**src/common/fft_pkg.sv**
```systemverilog
package fft_pkg;

	localparam int n_points  = 16;                        // Transform length
	localparam int log2_n    = 4;                         // Number of SDF stages
	localparam int data_w    = 16;                        // External sample part width
	localparam int frac_w    = 4;                         // Guard fraction bits below the input LSB
	localparam int int_w     = data_w + log2_n + frac_w;  // Internal width, 24 bits
	localparam int tw_w      = 16;                        // Twiddle part width
	localparam int tw_frac_w = 14;                        // Twiddle fraction bits, Q2.14

	typedef struct packed {
		logic signed [int_w-1:0] re;   // Real part
		logic signed [int_w-1:0] im;   // Imaginary part
	} cplx_t;

	typedef struct packed {
		logic signed [tw_w-1:0] re;    // cos term
		logic signed [tw_w-1:0] im;    // -sin term
	} twiddle_t;

	// W16^m = cos(2*pi*m/16) - j*sin(2*pi*m/16), scaled by 2^14
	localparam twiddle_t tw_rom [n_points] = '{
		'{ 16'sd16384,  16'sd0     },   // m = 0, unity
		'{ 16'sd15137, -16'sd6270  },   // m = 1
		'{ 16'sd11585, -16'sd11585 },   // m = 2
		'{ 16'sd6270,  -16'sd15137 },   // m = 3
		'{ 16'sd0,     -16'sd16384 },   // m = 4, -j
		'{-16'sd6270,  -16'sd15137 },   // m = 5
		'{-16'sd11585, -16'sd11585 },   // m = 6
		'{-16'sd15137, -16'sd6270  },   // m = 7
		'{-16'sd16384,  16'sd0     },   // m = 8, -1
		'{-16'sd15137,  16'sd6270  },   // m = 9, highest index the 3n pattern reaches
		'{-16'sd11585,  16'sd11585 },   // m = 10
		'{-16'sd6270,   16'sd15137 },   // m = 11
		'{ 16'sd0,      16'sd16384 },   // m = 12, +j
		'{ 16'sd6270,   16'sd15137 },   // m = 13
		'{ 16'sd11585,  16'sd11585 },   // m = 14
		'{ 16'sd15137,  16'sd6270  }    // m = 15
	};

	// What follows a butterfly stage
	typedef enum logic [1:0] {
		rot_none,      // Nothing, last stage of the pipeline
		rot_minus_j,   // Trivial -j on the last quarter of each block
		rot_table      // Full twiddle multiply from tw_rom
	} rot_e;

endpackage

```
**src/common/sample_stream_if.sv**
```systemverilog
`timescale 1ns/1ps

// One complex sample stream between two pipeline blocks
// A sample is taken on every rising CLK edge with valid high, no ready
interface sample_stream_if;

	logic                      valid;    // Sample present this cycle
	logic                      last;     // Marks index n_points-1
	fft_pkg::cplx_t            sample;   // Complex payload
	logic [fft_pkg::log2_n-1:0] index;   // Position inside the frame

	modport src (
		output valid, last, sample, index
	);

	modport snk (
		input valid, last, sample, index
	);

endinterface

```
**src/sdf_pipeline/twiddle_rotator.sv**
```systemverilog
`timescale 1ns/1ps

// Registered twiddle multiply between the two radix-2^2 stage pairs
module twiddle_rotator (
	input logic             CLK,
	input logic             RST,
	sample_stream_if.snk    in_s,
	sample_stream_if.src    out_s
);

	logic [fft_pkg::log2_n-1:0]               n3;       // Low index bits, 0..3 within a group
	logic [fft_pkg::log2_n-1:0]               tw_exp;   // Twiddle exponent into tw_rom
	fft_pkg::twiddle_t                        w;        // Selected twiddle
	logic signed [fft_pkg::int_w+fft_pkg::tw_w:0] mul_re;   // Full precision products
	logic signed [fft_pkg::int_w+fft_pkg::tw_w:0] mul_im;

	always_comb
	begin
		n3 = {2'b00, in_s.index[1:0]};
		// Group from index[3:2] gives k1 + 2*k2, exponent is that times n3
		case (in_s.index[3:2])
			2'b00:   tw_exp = '0;               // W0 for the whole first group
			2'b01:   tw_exp = n3 << 1;          // W(0, 2, 4, 6)
			2'b10:   tw_exp = n3;               // W(0, 1, 2, 3)
			default: tw_exp = n3 + (n3 << 1);   // W(0, 3, 6, 9)
		endcase
		w = fft_pkg::tw_rom[tw_exp];
	end

	// (a + jb)(c + jd), with a half LSB added before the Q2.14 drop
	always_comb
	begin
		mul_re = in_s.sample.re * w.re - in_s.sample.im * w.im
			+ (1 <<< (fft_pkg::tw_frac_w - 1));
		mul_im = in_s.sample.re * w.im + in_s.sample.im * w.re
			+ (1 <<< (fft_pkg::tw_frac_w - 1));
	end

	always_ff @(posedge CLK or posedge RST)
	begin
		if (RST)
		begin
			out_s.valid <= 1'b0;
			out_s.last  <= 1'b0;
			out_s.index <= '0;
		end
		else
		begin
			out_s.valid <= in_s.valid;              // Pure one-cycle delay of the stream
			out_s.last  <= in_s.valid & in_s.last;
			if (in_s.valid)
			begin
				out_s.index <= in_s.index;          // No reordering here
			end
		end
	end

	always_ff @(posedge CLK)
	begin
		if (in_s.valid)
		begin
			out_s.sample.re <= mul_re[fft_pkg::tw_frac_w +: fft_pkg::int_w];   // Back to int_w
			out_s.sample.im <= mul_im[fft_pkg::tw_frac_w +: fft_pkg::int_w];
		end
	end

endmodule

```
**src/flat_wrapper.sv**
```systemverilog
// flat-port wrapper written by rule: the top's interface ports become plain ports
module twiddle_rotator_flat 
  (CLK, RST, in_s_valid, in_s_last, in_s_sample, in_s_index, out_s_valid, out_s_last, out_s_sample, out_s_index);
  sample_stream_if in_s_i ();
  sample_stream_if out_s_i ();
  input logic CLK;
  input logic RST;
  input wire logic [$bits(in_s_i.valid)-1:0] in_s_valid;
  input wire logic [$bits(in_s_i.last)-1:0] in_s_last;
  input wire logic [$bits(in_s_i.sample)-1:0] in_s_sample;
  input wire logic [$bits(in_s_i.index)-1:0] in_s_index;
  output wire logic [$bits(out_s_i.valid)-1:0] out_s_valid;
  output wire logic [$bits(out_s_i.last)-1:0] out_s_last;
  output wire logic [$bits(out_s_i.sample)-1:0] out_s_sample;
  output wire logic [$bits(out_s_i.index)-1:0] out_s_index;
  assign in_s_i.valid = in_s_valid;
  assign in_s_i.last = in_s_last;
  assign in_s_i.sample = in_s_sample;
  assign in_s_i.index = in_s_index;
  assign out_s_valid = out_s_i.valid;
  assign out_s_last = out_s_i.last;
  assign out_s_sample = out_s_i.sample;
  assign out_s_index = out_s_i.index;
  twiddle_rotator u_core (.CLK(CLK), .RST(RST), .in_s(in_s_i), .out_s(out_s_i));
endmodule
```
**config.mk**
```make
export PLATFORM = sky130hd
export DESIGN_NAME = twiddle_rotator_flat
export DESIGN_NICKNAME = d
export VERILOG_FILES = /design/src/common/fft_pkg.sv /design/src/common/sample_stream_if.sv /design/src/sdf_pipeline/twiddle_rotator.sv /design/src/flat_wrapper.sv
export SDC_FILE = /design/constraint.sdc
export NUM_CORES = 2
export LEC_CHECK = 0
export ABC_CLOCK_PERIOD_IN_PS = 1100
export BUFFER_PORTS_ARGS = -buffer_cell sky130_fd_sc_hd__buf_2
export CORE_ASPECT_RATIO = 1.1
export CORE_UTILIZATION = 35
export DETAILED_ROUTE_END_ITERATION = 16
export PLACE_DENSITY = 0.6
export SLEW_MARGIN = 20
export SYNTH_ARGS = -nofsm -noshare
export SYNTH_HDL_FRONTEND = slang
export SYNTH_SLANG_ARGS = --single-unit
```
**constraint.sdc**
```tcl
create_clock -name CLK -period 1.1 [get_ports CLK]
set_input_delay 0.165 -clock CLK [delete_from_list [all_inputs] [get_ports CLK]]
set_output_delay 0.165 -clock CLK [all_outputs]
set_load 0.01 [all_outputs]
```
==> impl_metrics.tcl <==
set metrics [dict create \
    max_freq_ghz 0.1191 \
    async_flop_share_pct 11.11 \
    synth_fa_ha_area_share_pct 66.33 \
    grt_usage_pct 20.68 \
    synth.area.top_cells "fa_1 58%, inv_1 12%, ha_1 8.7%, and2_1 5.7%, nand2_1 4.3%" \
    n_fill_cell 14415 \
    synth_compound_area_share_pct 2.136 \
    cts-htree-levels 2 \
    worstPathArrival_ns 8.52 \
    finClkSkew_ns 0 \
    antenna_found_initial 13 \
    synth_flop_cell "edfxtp_1" \
    syn_area_um2 53010 \
    worst_pin_slew_ns 0.6513 \
    die_h_um 410.2 \
    final_area_um2 64950 \
    synth_xor_xnor_area_share_pct 2.297 \
    grt_overflow 0 \
    wire_per_inst_um 18.41 \
    yosysMostFrequentCell "inv_1" \
    grt_pass1_wl_mm 240.2 \
    clk_latency_ns 0.37 \
    dpl_cell_area_um2 62800 \
    row_count 149 \
    setup_slack_ns -7.298 \
    netlist_instances 5538 \
    start_util_pct 35.32 \
    drtIter0Drc 1634 \
    die_width_um 373.1 \
    hold_viol 0 \
    ys_warn_count 0 \
    hold_class "input port to register" \
    area_growth_pct 22.52 \
    synth_top_cell_area_share_pct 57.67 \
    synth_simple_gate_area_share_pct 11.83 \
    ys_seq_elements 54 \
    critPathKind "input port to register" \
    cts_root_buffer "clkbuf_16" \
    rsz0062_at_grt "yes" \
    setup_viol 49 \
    critPathSlowestCell "fa_2" \
    layout-drive-gt1-share_pct 21.27 \
    critPathMaxStageDelay_ns 0.64 \
    die-area_um2 153000 \
    crit_family "adder cells" \
    finalCoreUtilization_pct 43.28 \
    muxShareOfSynthArea_pct 0.2337 \
    final_nets 8244 \
    synth-edff-count 48 \
    clockBufferDepth 2 \
    ys_seq_area_share_pct 3.002 \
    end_kind "register" \
    slew_violations 0 \
    path_buf_inv 17 \
    setup_tns_ns -334.67 \
    yosysTopAreaCell "fa_1" \
    gp_congestion 0.9077 \
    syn_avg_cell_area_um2 9.572 \
    drv_cap 0 \
    cts.clk_slew.worst_paths_ns 0.10 \
    top_layer "met5" \
    yosysUniqueCellTypes 66 \
    ios 110 \
    timing.slew.headroom_pct 56.58 \
    core_um2 150100 \
    drt-total-wl_mm 152.0 \
    route.met3.wl_mm 5.920 \
    via_per_inst 4.564 \
    crit_fanout 8 \
    postRouteAntennaNets 0 \
    synth_top_family_by_area "adder cells" \
    clkSinkCount 54 \
    required_ns 1.22 \
    post-route-drc-count 0 \
    finalCriticalPeriod_ns 8.398 \
    cts_made_buffers 5 \
    dp_hpwl_mm 133.0 \
    tritoncts "done" \
    num_vias 37702 \
    holdWs_ns 0.02645 \
    met1_length_mm 60.57 \
    first_global_vias 42315 \
    cpMostUsedCell "fa_1" \
    fin_crit_sh_pct 763.5 \
    synth_common_cells "1,757 x inv_1, 1,527 x fa_1, 607 x nand2_1, 480 x and2_1, 367 x ha_1" \
    failed_checks "negative setup slack" \
    firstDrtPassIters 5 \
    start_kind "input port" \
    io_buffers 109 \
    dr_wl_met2_mm 79.18 \
    syn_nets 7488 \
    status "finished with violations" \
    grt_max_degree 28 \
]
logic make-up after synthesis:
group                    after synthesis
buffers and inverters               1992
XOR/XNOR                             139
adder cells (fa/ha/maj)             1894
multiplexers                          10
AND/OR/NAND/NOR                     1285
AO/OA/AOI/OAI                        164
flip-flops                            54
final cells by class:
class	count	area (um^2)	area share, %
Antenna cell	2	5.005	0.007706
Clock buffer	6	128.9	0.1984
Clock inverter	2	37.54	0.05779
Inverter	1759	6633	10.21
Multi-Input combinational cell	3492	45450	69.98
Sequential cell	54	1592	2.450
Tap cell	1963	2456	3.782
Timing Repair Buffer	982	8648	13.32
registers in the layout (all words and copies together), names as in the netlist:
name / cells
u_core.out_s.index: 4
u_core.out_s.last: 1
u_core.out_s.valid: 1
u_core.out_s.sample: 48
cells in the final DEF, fill, tap and decap left out, types with 8 or more instances in the layout:
| cell type | n |
|---|---|
| a21o_1 | 20 |
| a21oi_1 | 17 |
| a21oi_2 | 21 |
| a21oi_4 | 9 |
| a31o_2 | 15 |
| and2_1 | 462 |
| and2_4 | 17 |
| buf_12 | 96 |
| buf_2 | 106 |
| buf_4 | 727 |
| buf_6 | 36 |
| buf_8 | 8 |
| clkbuf_16 | 9 |
| edfxtp_1 | 48 |
| fa_1 | 1474 |
| fa_2 | 53 |
| ha_1 | 336 |
| ha_4 | 29 |
| inv_1 | 1704 |
| inv_2 | 47 |
| nand2_1 | 558 |
| nand2_2 | 21 |
| nand2_4 | 23 |
| nand2b_1 | 26 |
| nand3_1 | 12 |
| nand4_1 | 8 |
| nor2_1 | 85 |
| nor2_2 | 9 |
| o21ai_0 | 11 |
| o21ai_4 | 8 |
| or2_2 | 13 |
| xnor2_1 | 98 |
| xor2_1 | 34 |
per-stage QoR:
step / setup WS [ns] / instances
floorplan: -7.059 / 5538
finish: -7.298 / 8260
global route: -7.554 / 8258
CTS: -7.216 / 8217
global placement: -7.831 / 8150
detailed placement: -7.934 / 8150
timing repair:
action                                  4_1_cts  5_1_grt
setup buffers                                54       37
pin swaps                                    80      118
cloned                                        3        5
endpoints found under the setup margin       67       69
endpoints found under the hold margin         7        0
gates resized for setup                     123      165
hold buffers                                  2        0
routing by layer:
metal  up-vias  track usage [%]
li1      16959                -
met1     19731            25.89
met2       805            37.26
met3       185            1.688
met4        22            7.317
met5         -                0
path summary, 6_finish.rpt:
kind / slack, ns / depth (start not counted) / endpoint / startpoint
worst max-delay path: -7.30 / 40 / u_core.out_s.sample[47]$_DFFE_PP_ / in_s_index[0]
min in group asynchronous: 0.22 / 3 / u_core.out_s.index[1]$_DFFE_PP0P_ / RST
max in group asynchronous: 0.67 / 3 / u_core.out_s.last$_DFF_PP0_ / RST
worst min-delay path: 0.03 / 1 / u_core.out_s.valid$_DFF_PP0_ / in_s_valid
worst min register to register: 0.52 / 1 / u_core.out_s.index[3]$_DFFE_PP0P_ / u_core.out_s.index[3]$_DFFE_PP0P_
worst max register to register: 0.34 / 1 / u_core.out_s.index[1]$_DFFE_PP0P_ / u_core.out_s.index[1]$_DFFE_PP0P_
Power is not shown: default switching activity piles up to over one toggle a cycle in this logic, so the estimate is an artifact.
