### config.mk
export PLATFORM = sky130hd
export DESIGN_NAME = sdf_stage_flat
export DESIGN_NICKNAME = d
export VERILOG_FILES = /design/src/common/fft_pkg.sv /design/src/common/sample_stream_if.sv /design/src/sdf_pipeline/sdf_stage.sv /design/src/flat_wrapper.sv
export SDC_FILE = /design/constraint.sdc
export NUM_CORES = 1
export LEC_CHECK = 0
export BUFFER_PORTS_ARGS = -buffer_cell sky130_fd_sc_hd__buf_2
export CAP_MARGIN = 20
export CORE_MARGIN = 2
export CORE_UTILIZATION = 60
export CTS_BUF_LIST = sky130_fd_sc_hd__clkbuf_4 sky130_fd_sc_hd__clkbuf_8
export CTS_CLUSTER_DIAMETER = 60
export DETAILED_ROUTE_END_ITERATION = 6
export GPL_TIMING_DRIVEN = 0
export PLACE_DENSITY = 0.78
export SLEW_MARGIN = 25
export SYNTH_ARGS = -nofsm -noshare
export SYNTH_HDL_FRONTEND = slang
export SYNTH_SLANG_ARGS = --single-unit
### constraint.sdc
create_clock -name CLK -period 18.13 [get_ports CLK]
set_input_delay 3.626 -clock CLK [delete_from_list [all_inputs] [get_ports CLK]]
set_output_delay 3.626 -clock CLK [all_outputs]
set_load 0.05 [all_outputs]
### src/common/fft_pkg.sv
package fft_pkg;

	localparam int n_points  = 16;                        // Transform length
	localparam int log2_n    = 4;                         // Number of SDF stages
	localparam int data_w    = 16;                        // External sample part width
	localparam int frac_w    = 4;                         // Guard fraction bits below the input LSB
	localparam int int_w     = data_w + log2_n + frac_w;  // Internal width, 24 bits
	localparam int tw_w      = 16;                        // Twiddle part width
	localparam int tw_frac_w = 14;                        // Twiddle fraction bits, Q2.14

	typedef struct packed {
		logic signed [int_w-1:0] re;   // Real part
		logic signed [int_w-1:0] im;   // Imaginary part
	} cplx_t;

	typedef struct packed {
		logic signed [tw_w-1:0] re;    // cos term
		logic signed [tw_w-1:0] im;    // -sin term
	} twiddle_t;

	// W16^m = cos(2*pi*m/16) - j*sin(2*pi*m/16), scaled by 2^14
	localparam twiddle_t tw_rom [n_points] = '{
		'{ 16'sd16384,  16'sd0     },   // m = 0, unity
		'{ 16'sd15137, -16'sd6270  },   // m = 1
		'{ 16'sd11585, -16'sd11585 },   // m = 2
		'{ 16'sd6270,  -16'sd15137 },   // m = 3
		'{ 16'sd0,     -16'sd16384 },   // m = 4, -j
		'{-16'sd6270,  -16'sd15137 },   // m = 5
		'{-16'sd11585, -16'sd11585 },   // m = 6
		'{-16'sd15137, -16'sd6270  },   // m = 7
		'{-16'sd16384,  16'sd0     },   // m = 8, -1
		'{-16'sd15137,  16'sd6270  },   // m = 9, highest index the 3n pattern reaches
		'{-16'sd11585,  16'sd11585 },   // m = 10
		'{-16'sd6270,   16'sd15137 },   // m = 11
		'{ 16'sd0,      16'sd16384 },   // m = 12, +j
		'{ 16'sd6270,   16'sd15137 },   // m = 13
		'{ 16'sd11585,  16'sd11585 },   // m = 14
		'{ 16'sd15137,  16'sd6270  }    // m = 15
	};

	// What follows a butterfly stage
	typedef enum logic [1:0] {
		rot_none,      // Nothing, last stage of the pipeline
		rot_minus_j,   // Trivial -j on the last quarter of each block
		rot_table      // Full twiddle multiply from tw_rom
	} rot_e;

endpackage

### src/common/sample_stream_if.sv
`timescale 1ns/1ps

// One complex sample stream between two pipeline blocks
// A sample is taken on every rising CLK edge with valid high, no ready
interface sample_stream_if;

	logic                      valid;    // Sample present this cycle
	logic                      last;     // Marks index n_points-1
	fft_pkg::cplx_t            sample;   // Complex payload
	logic [fft_pkg::log2_n-1:0] index;   // Position inside the frame

	modport src (
		output valid, last, sample, index
	);

	modport snk (
		input valid, last, sample, index
	);

endinterface

### src/sdf_pipeline/sdf_stage.sv
`timescale 1ns/1ps

// Radix-2 SDF butterfly with feedback delay line
module sdf_stage #(
	parameter int stage_idx = 0                  // 0 .. log2_n-1
) (
	input logic             CLK,
	input logic             RST,
	sample_stream_if.snk    in_s,
	sample_stream_if.src    out_s
);

	localparam int dly     = fft_pkg::n_points >> (stage_idx + 1);   // 8, 4, 2, 1
	localparam int sel_bit = fft_pkg::log2_n - 1 - stage_idx;        // Half-block bit of index
	localparam logic [fft_pkg::log2_n-1:0] dly_idx = dly[fft_pkg::log2_n-1:0];

	// Even stages close with -j, stage 1 feeds the twiddle rotator, last stage nothing
	localparam fft_pkg::rot_e rot = (stage_idx % 2 == 0) ? fft_pkg::rot_minus_j :
		(stage_idx == fft_pkg::log2_n - 1) ? fft_pkg::rot_none : fft_pkg::rot_table;

	fft_pkg::cplx_t             line_q [dly];   // Feedback delay line, line_q[0] is oldest
	fft_pkg::cplx_t             head;           // Sample leaving the delay line
	fft_pkg::cplx_t             bf_out;         // Butterfly result towards the output
	fft_pkg::cplx_t             fb;             // Value pushed back into the delay line
	fft_pkg::cplx_t             res;            // Output after optional rotation
	logic [fft_pkg::log2_n-1:0] out_idx;        // Frame position of the outgoing sample
	logic                       hi_half;        // Second half of the block
	logic                       mj_sel;         // Apply -j to this sample

	assign head    = line_q[0];
	assign hi_half = in_s.index[sel_bit];
	assign out_idx = in_s.index - dly_idx;      // Output lags by dly valid samples, wraps mod 16

	// Last quarter of each output block, only where -j follows the stage
	if (rot == fft_pkg::rot_minus_j)
	begin : g_mj
		assign mj_sel = out_idx[sel_bit] & out_idx[sel_bit-1];
	end
	else
	begin : g_no_mj
		assign mj_sel = 1'b0;
	end

	always_comb
	begin
		if (hi_half)
		begin
			bf_out.re = head.re + in_s.sample.re;   // Sum goes downstream
			bf_out.im = head.im + in_s.sample.im;
			fb.re     = head.re - in_s.sample.re;   // Difference waits one half block
			fb.im     = head.im - in_s.sample.im;
		end
		else
		begin
			bf_out = head;                          // Old differences drain out
			fb     = in_s.sample;                   // First half just fills the line
		end
	end

	always_comb
	begin
		if (mj_sel)
		begin
			res.re = bf_out.im;                     // (a + jb) * -j = b - ja
			res.im = -bf_out.re;
		end
		else
		begin
			res = bf_out;
		end
	end

	always_ff @(posedge CLK or posedge RST)
	begin
		if (RST)
		begin
			for (int i = 0; i < dly; i++)
			begin
				line_q[i] <= '0;                    // Clean first block out of reset
			end
			out_s.valid <= 1'b0;
			out_s.last  <= 1'b0;
			out_s.index <= '0;
		end
		else
		begin
			out_s.valid <= in_s.valid;              // One clock, same valid beat
			out_s.last  <= in_s.valid & (&out_idx);
			if (in_s.valid)                         // Everything holds while valid is low
			begin
				for (int i = 0; i < dly - 1; i++)
				begin
					line_q[i] <= line_q[i+1];
				end
				line_q[dly-1] <= fb;
				out_s.index   <= out_idx;
			end
		end
	end

	always_ff @(posedge CLK)
	begin
		if (in_s.valid)
		begin
			out_s.sample <= res;                    // Registered output data
		end
	end

endmodule

### src/flat_wrapper.sv
// flat-port wrapper written by rule: the top's interface ports become plain ports
module sdf_stage_flat 
#(
	parameter int stage_idx = 0                                  
)
  (CLK, RST, in_s_valid, in_s_last, in_s_sample, in_s_index, out_s_valid, out_s_last, out_s_sample, out_s_index);
  sample_stream_if in_s_i ();
  sample_stream_if out_s_i ();
  input logic CLK;
  input logic RST;
  input wire logic [$bits(in_s_i.valid)-1:0] in_s_valid;
  input wire logic [$bits(in_s_i.last)-1:0] in_s_last;
  input wire logic [$bits(in_s_i.sample)-1:0] in_s_sample;
  input wire logic [$bits(in_s_i.index)-1:0] in_s_index;
  output wire logic [$bits(out_s_i.valid)-1:0] out_s_valid;
  output wire logic [$bits(out_s_i.last)-1:0] out_s_last;
  output wire logic [$bits(out_s_i.sample)-1:0] out_s_sample;
  output wire logic [$bits(out_s_i.index)-1:0] out_s_index;
  assign in_s_i.valid = in_s_valid;
  assign in_s_i.last = in_s_last;
  assign in_s_i.sample = in_s_sample;
  assign in_s_i.index = in_s_index;
  assign out_s_valid = out_s_i.valid;
  assign out_s_last = out_s_i.last;
  assign out_s_sample = out_s_i.sample;
  assign out_s_index = out_s_i.index;
  sdf_stage #(.stage_idx(stage_idx)) u_core (.CLK(CLK), .RST(RST), .in_s(in_s_i), .out_s(out_s_i));
endmodule
==> reports/qor.txt <==
GRT Util Overall: 32.2%
Peak ir drop on the vdd network: 117 uV
HPWL after DPL: 45000 um
Post-route DRC violation count: 0
Quantity of gates resized following cts: 0
Number of levels in the clock H-tree: 3
Combinational fraction of design power: 41.0%
Predominant post-synthesis flop cell: sky130_fd_sc_hd__dfrtp_1
Power Total: 4.58 mW
Worst-path cell with the longest stage delay: sky130_fd_sc_hd__mux2i_1
Number of enable flip-flop cells after synthesis: 48
Clock Latency Late Sink: 0.65 ns
Power density normalized to cell area: 181 mW/mm^2
FILL cells: 2716
Instance area at placement: 0.0238 sq mm
Initial standard-cell utilization of the core: 61.2%
Asr flop ratio synth: 89.0%
Max-Slew Margin vs Limit: 28.6%
Total grt overflow: 0
Kind of launch point of the worst setup path: input port
Post-detailed-route via-to-cell ratio: 6.09
Wire length after detailed routing: 61100 um
Setup-failing EPs final: 0
Setup repair after global routing missed its margin: false
PnR worst setup slack: 11.07 ns
Hold buffers post-CTS: 0
Antenna violations before repair: 2
Kind of cell with the highest combined delay on the critical path: simple AND/OR/NAND/NOR gates
Cell area after layout: 0.0253 sq mm
Number of nets in the finished design: 2309
Setup slack after placement: 10.58 ns
Via count: 16293
Remaining antenna violation count: 0
Area overhead of the layout relative to synthesis: 12.4%
Run status: complete, no violations
Actual transition at the worst max-transition pin: 1.07 ns
Fraction of layout instances using a drive strength above 1: 28.3%
Pin count of the biggest net entering global routing: 105
Root Buffer Master: sky130_fd_sc_hd__clkbuf_8
Sw power: 1.79 mW
Crit path top cell by count: sky130_fd_sc_hd__nand4_1
Relative contribution of sequential cells to total power: 38.7%
Post-synthesis sequential area ratio: 49.7%
Clock Power Share: 20.2%
Critical Path, Cell by Cell: buf_2 -> ha_1 -> fa_1 -> nor2b_1 -> o21ai_2 -> o211ai_2 -> xnor2_1 -> mux2i_1 -> nand4_1 -> nor4_2 -> nand4_1 -> xor2_1 -> o21ai_0
Number of placed instances, taps included: 2549
Share of the synthesized area in the top cell type: 43.3%
Inserted Diodes: 0
Min Tclk post-route: 7.06 ns
Number of nets produced by synthesis: 2123
Placement row count: 70
Achievable frequency: 0.142 GHz
Height of the chip: 198 um
TritonCTS clock tree: yes
Worst clock skew: 0.0332 ns
Vias in the first global route: 16384
Leading cell type by number of instances after synthesis: sky130_fd_sc_hd__dfrtp_1
Die Outline Area: 0.0391 sq mm
Floorplan core area: 0.0368 sq mm
Buffers added on ports: 107
Buffer levels on the longest clock path: 3
Setup total negative slack: 0 ns
Final standard cell utilization of the core: 68.8%
Total I/O pin count: 110
Required time of the worst setup path: 18.51 ns
Synth warn: 0
Die extent in x: 198 um
Number of hold violations in the final report: 0
Num CTS Buffers: 73
Share of the clock period used by the worst path after layout: 38.9%
Max-slew violation total from the final report: 0
Post-synth top cells: sky130_fd_sc_hd__dfrtp_1 (390), sky130_fd_sc_hd__mux2_2 (340), sky130_fd_sc_hd__nor2_1 (154)
RePlAce Congestion: 0.987
CP bufs+invs: 1
Internal power: 2.79 mW
Post-Syn Area: 0.0225 sq mm
Flip-flop and latch count after synthesis: 438
Number of setup buffers added after CTS: 0
Length of the first detailed-routing pass in iterations: 6
CP endpoint kind: flip-flop
Setup CP Type: in -> reg
Net switching fraction of the power: 39.1%
Synthesized instance count: 1970
Sink Count: 438
Worst Path Max Fanout: 7
Leading area contributor after synthesis: sky130_fd_sc_hd__dfrtp_1
Number of max-cap violations: 0
Per-cell routed wire length: 22.8 um
Average instance area after synthesis: 11.4 sq um
Cells taking the most area after synthesis: sky130_fd_sc_hd__dfrtp_1 (43%), sky130_fd_sc_hd__mux2_2 (17%), sky130_fd_sc_hd__edfxtp_1 (6.4%)
Post-Layout Cell Count: 2677
Leakage power: 10.9 nW
Worst path max stage delay: 0.63 ns
Synth cell types: 82
Clock-pin slew of the registers on the worst-case setup and hold paths: 0.06 ns
Path class of the lowest-slack min-delay path: reg -> reg
Wire length of the first global-routing pass: 94500 um
Tightest hold margin: 0.488 ns
DR iter-0 viols: 1370
Crit path arrival time: 7.44 ns
## cell usage in the layout (no fill, tap or decap), types with 6 or more instances in the layout
cell                       instances
sky130_fd_sc_hd__nand2_1          81
sky130_fd_sc_hd__a21o_1           19
sky130_fd_sc_hd__o31ai_1          12
sky130_fd_sc_hd__clkbuf_1         84
sky130_fd_sc_hd__nand2b_1         20
sky130_fd_sc_hd__buf_2           121
sky130_fd_sc_hd__and3_1            7
sky130_fd_sc_hd__clkbuf_8         91
sky130_fd_sc_hd__buf_1            10
sky130_fd_sc_hd__nor3_1           29
sky130_fd_sc_hd__clkinv_2         10
sky130_fd_sc_hd__or2_2             6
sky130_fd_sc_hd__ha_1             93
sky130_fd_sc_hd__or4_1             6
sky130_fd_sc_hd__a211oi_1         13
sky130_fd_sc_hd__a221oi_1          8
sky130_fd_sc_hd__inv_1            97
sky130_fd_sc_hd__nor2b_1          21
sky130_fd_sc_hd__o21bai_1         11
sky130_fd_sc_hd__o21ai_0          67
sky130_fd_sc_hd__xor2_1           16
sky130_fd_sc_hd__xnor2_1          75
sky130_fd_sc_hd__dfrtp_1         390
sky130_fd_sc_hd__a21oi_1         145
sky130_fd_sc_hd__o21a_1            8
sky130_fd_sc_hd__a22oi_1          10
sky130_fd_sc_hd__nand3_1          19
sky130_fd_sc_hd__nand4_1           7
sky130_fd_sc_hd__nor3b_1           6
sky130_fd_sc_hd__mux2i_1          32
sky130_fd_sc_hd__mux2_2          340
sky130_fd_sc_hd__clkbuf_4         18
sky130_fd_sc_hd__nor2_1          154
sky130_fd_sc_hd__nor4_1            7
sky130_fd_sc_hd__edfxtp_1         48
sky130_fd_sc_hd__a31oi_1          14
## per-layer routing
layer | share of wire [%] | up-vias | GRT usage (%)
li1 | - | 7358 | -
met1 | 44 | 8182 | 45.3
met2 | 45 | 619 | 49.6
met3 | 7.7 | 134 | 7.17
met4 | 3.1 | 0 | 11.1
met5 | 0 | - | 0
## power by group through the flow
stage | clock network [mW] | registers, mW | logic (mW)
2_1_floorplan | 0 | 1.77 | 1.33
3_3_place_gp | 0 | 1.75 | 1.79
3_5_place_dp | 0 | 1.78 | 1.84
4_1_cts | 0.941 | 1.77 | 1.86
5_1_grt | 0.986 | 1.82 | 2.05
6_report | 0.926 | 1.77 | 1.88
## state kept, by name (all words and copies together), names as in the netlist
| signal | flops |
|---|---|
| u_core.out_s.index | 4 |
| u_core.head | 48 |
| u_core.line_q | 336 |
| u_core.out_s.valid | 1 |
| u_core.out_s.last | 1 |
| u_core.out_s.sample | 48 |
## layout make-up
class / instances / area [sq um] / share of cell area (%)
timing repair buffer: 111 / 648 / 2.56
tap: 468 / 586 / 2.31
buffer: 112 / 449 / 1.77
clock inverter: 19 / 170 / 0.672
multi-input combinational: 1321 / 10500 / 41.5
clock buffer: 109 / 1390 / 5.48
sequential: 438 / 11200 / 44.2
inverter: 99 / 379 / 1.50
## final timing paths
kind                       depth (start not counted)                from                 endpoint  slack (ns)
hold reg to reg                                    1  u_core.line_q[107]       u_core.line_q[155]        0.49
setup / recovery                                  13     in_s_sample[24]  u_core.out_s.sample[20]       11.07
min in group asynchronous                          2                 RST        u_core.line_q[67]        2.94
setup reg to reg                                  12     u_core.head[24]  u_core.out_s.sample[20]       13.76
max in group asynchronous                          4                 RST       u_core.line_q[175]       13.89
hold / removal                                     1  u_core.line_q[107]       u_core.line_q[155]        0.49
## cells by family after synthesis
family,after synthesis,synth area share [%]
flip-flops,438,49.7
XOR/XNOR,91,3.54
AO/OA/AOI/OAI,375,10.8
buffers and inverters,211,3.63
adder cells (fa/ha/maj),97,5.52
AND/OR/NAND/NOR,385,8.28
multiplexers,373,18.5
## worst reg2reg max path: stages (launching register included)
cell                       delay [ns]
sky130_fd_sc_hd__dfrtp_1         0.42
sky130_fd_sc_hd__ha_1            0.23
sky130_fd_sc_hd__fa_1            0.38
sky130_fd_sc_hd__nor2b_1         0.18
sky130_fd_sc_hd__o21ai_2         0.26
sky130_fd_sc_hd__o211ai_2        0.11
sky130_fd_sc_hd__xnor2_1         0.14
sky130_fd_sc_hd__mux2i_1         0.63
sky130_fd_sc_hd__nand4_1         0.40
sky130_fd_sc_hd__nor4_2          0.60
sky130_fd_sc_hd__nand4_1         0.21
sky130_fd_sc_hd__xor2_1          0.18
sky130_fd_sc_hd__o21ai_0         0.37
No activity file was read; power rests on OpenSTA's default activity.
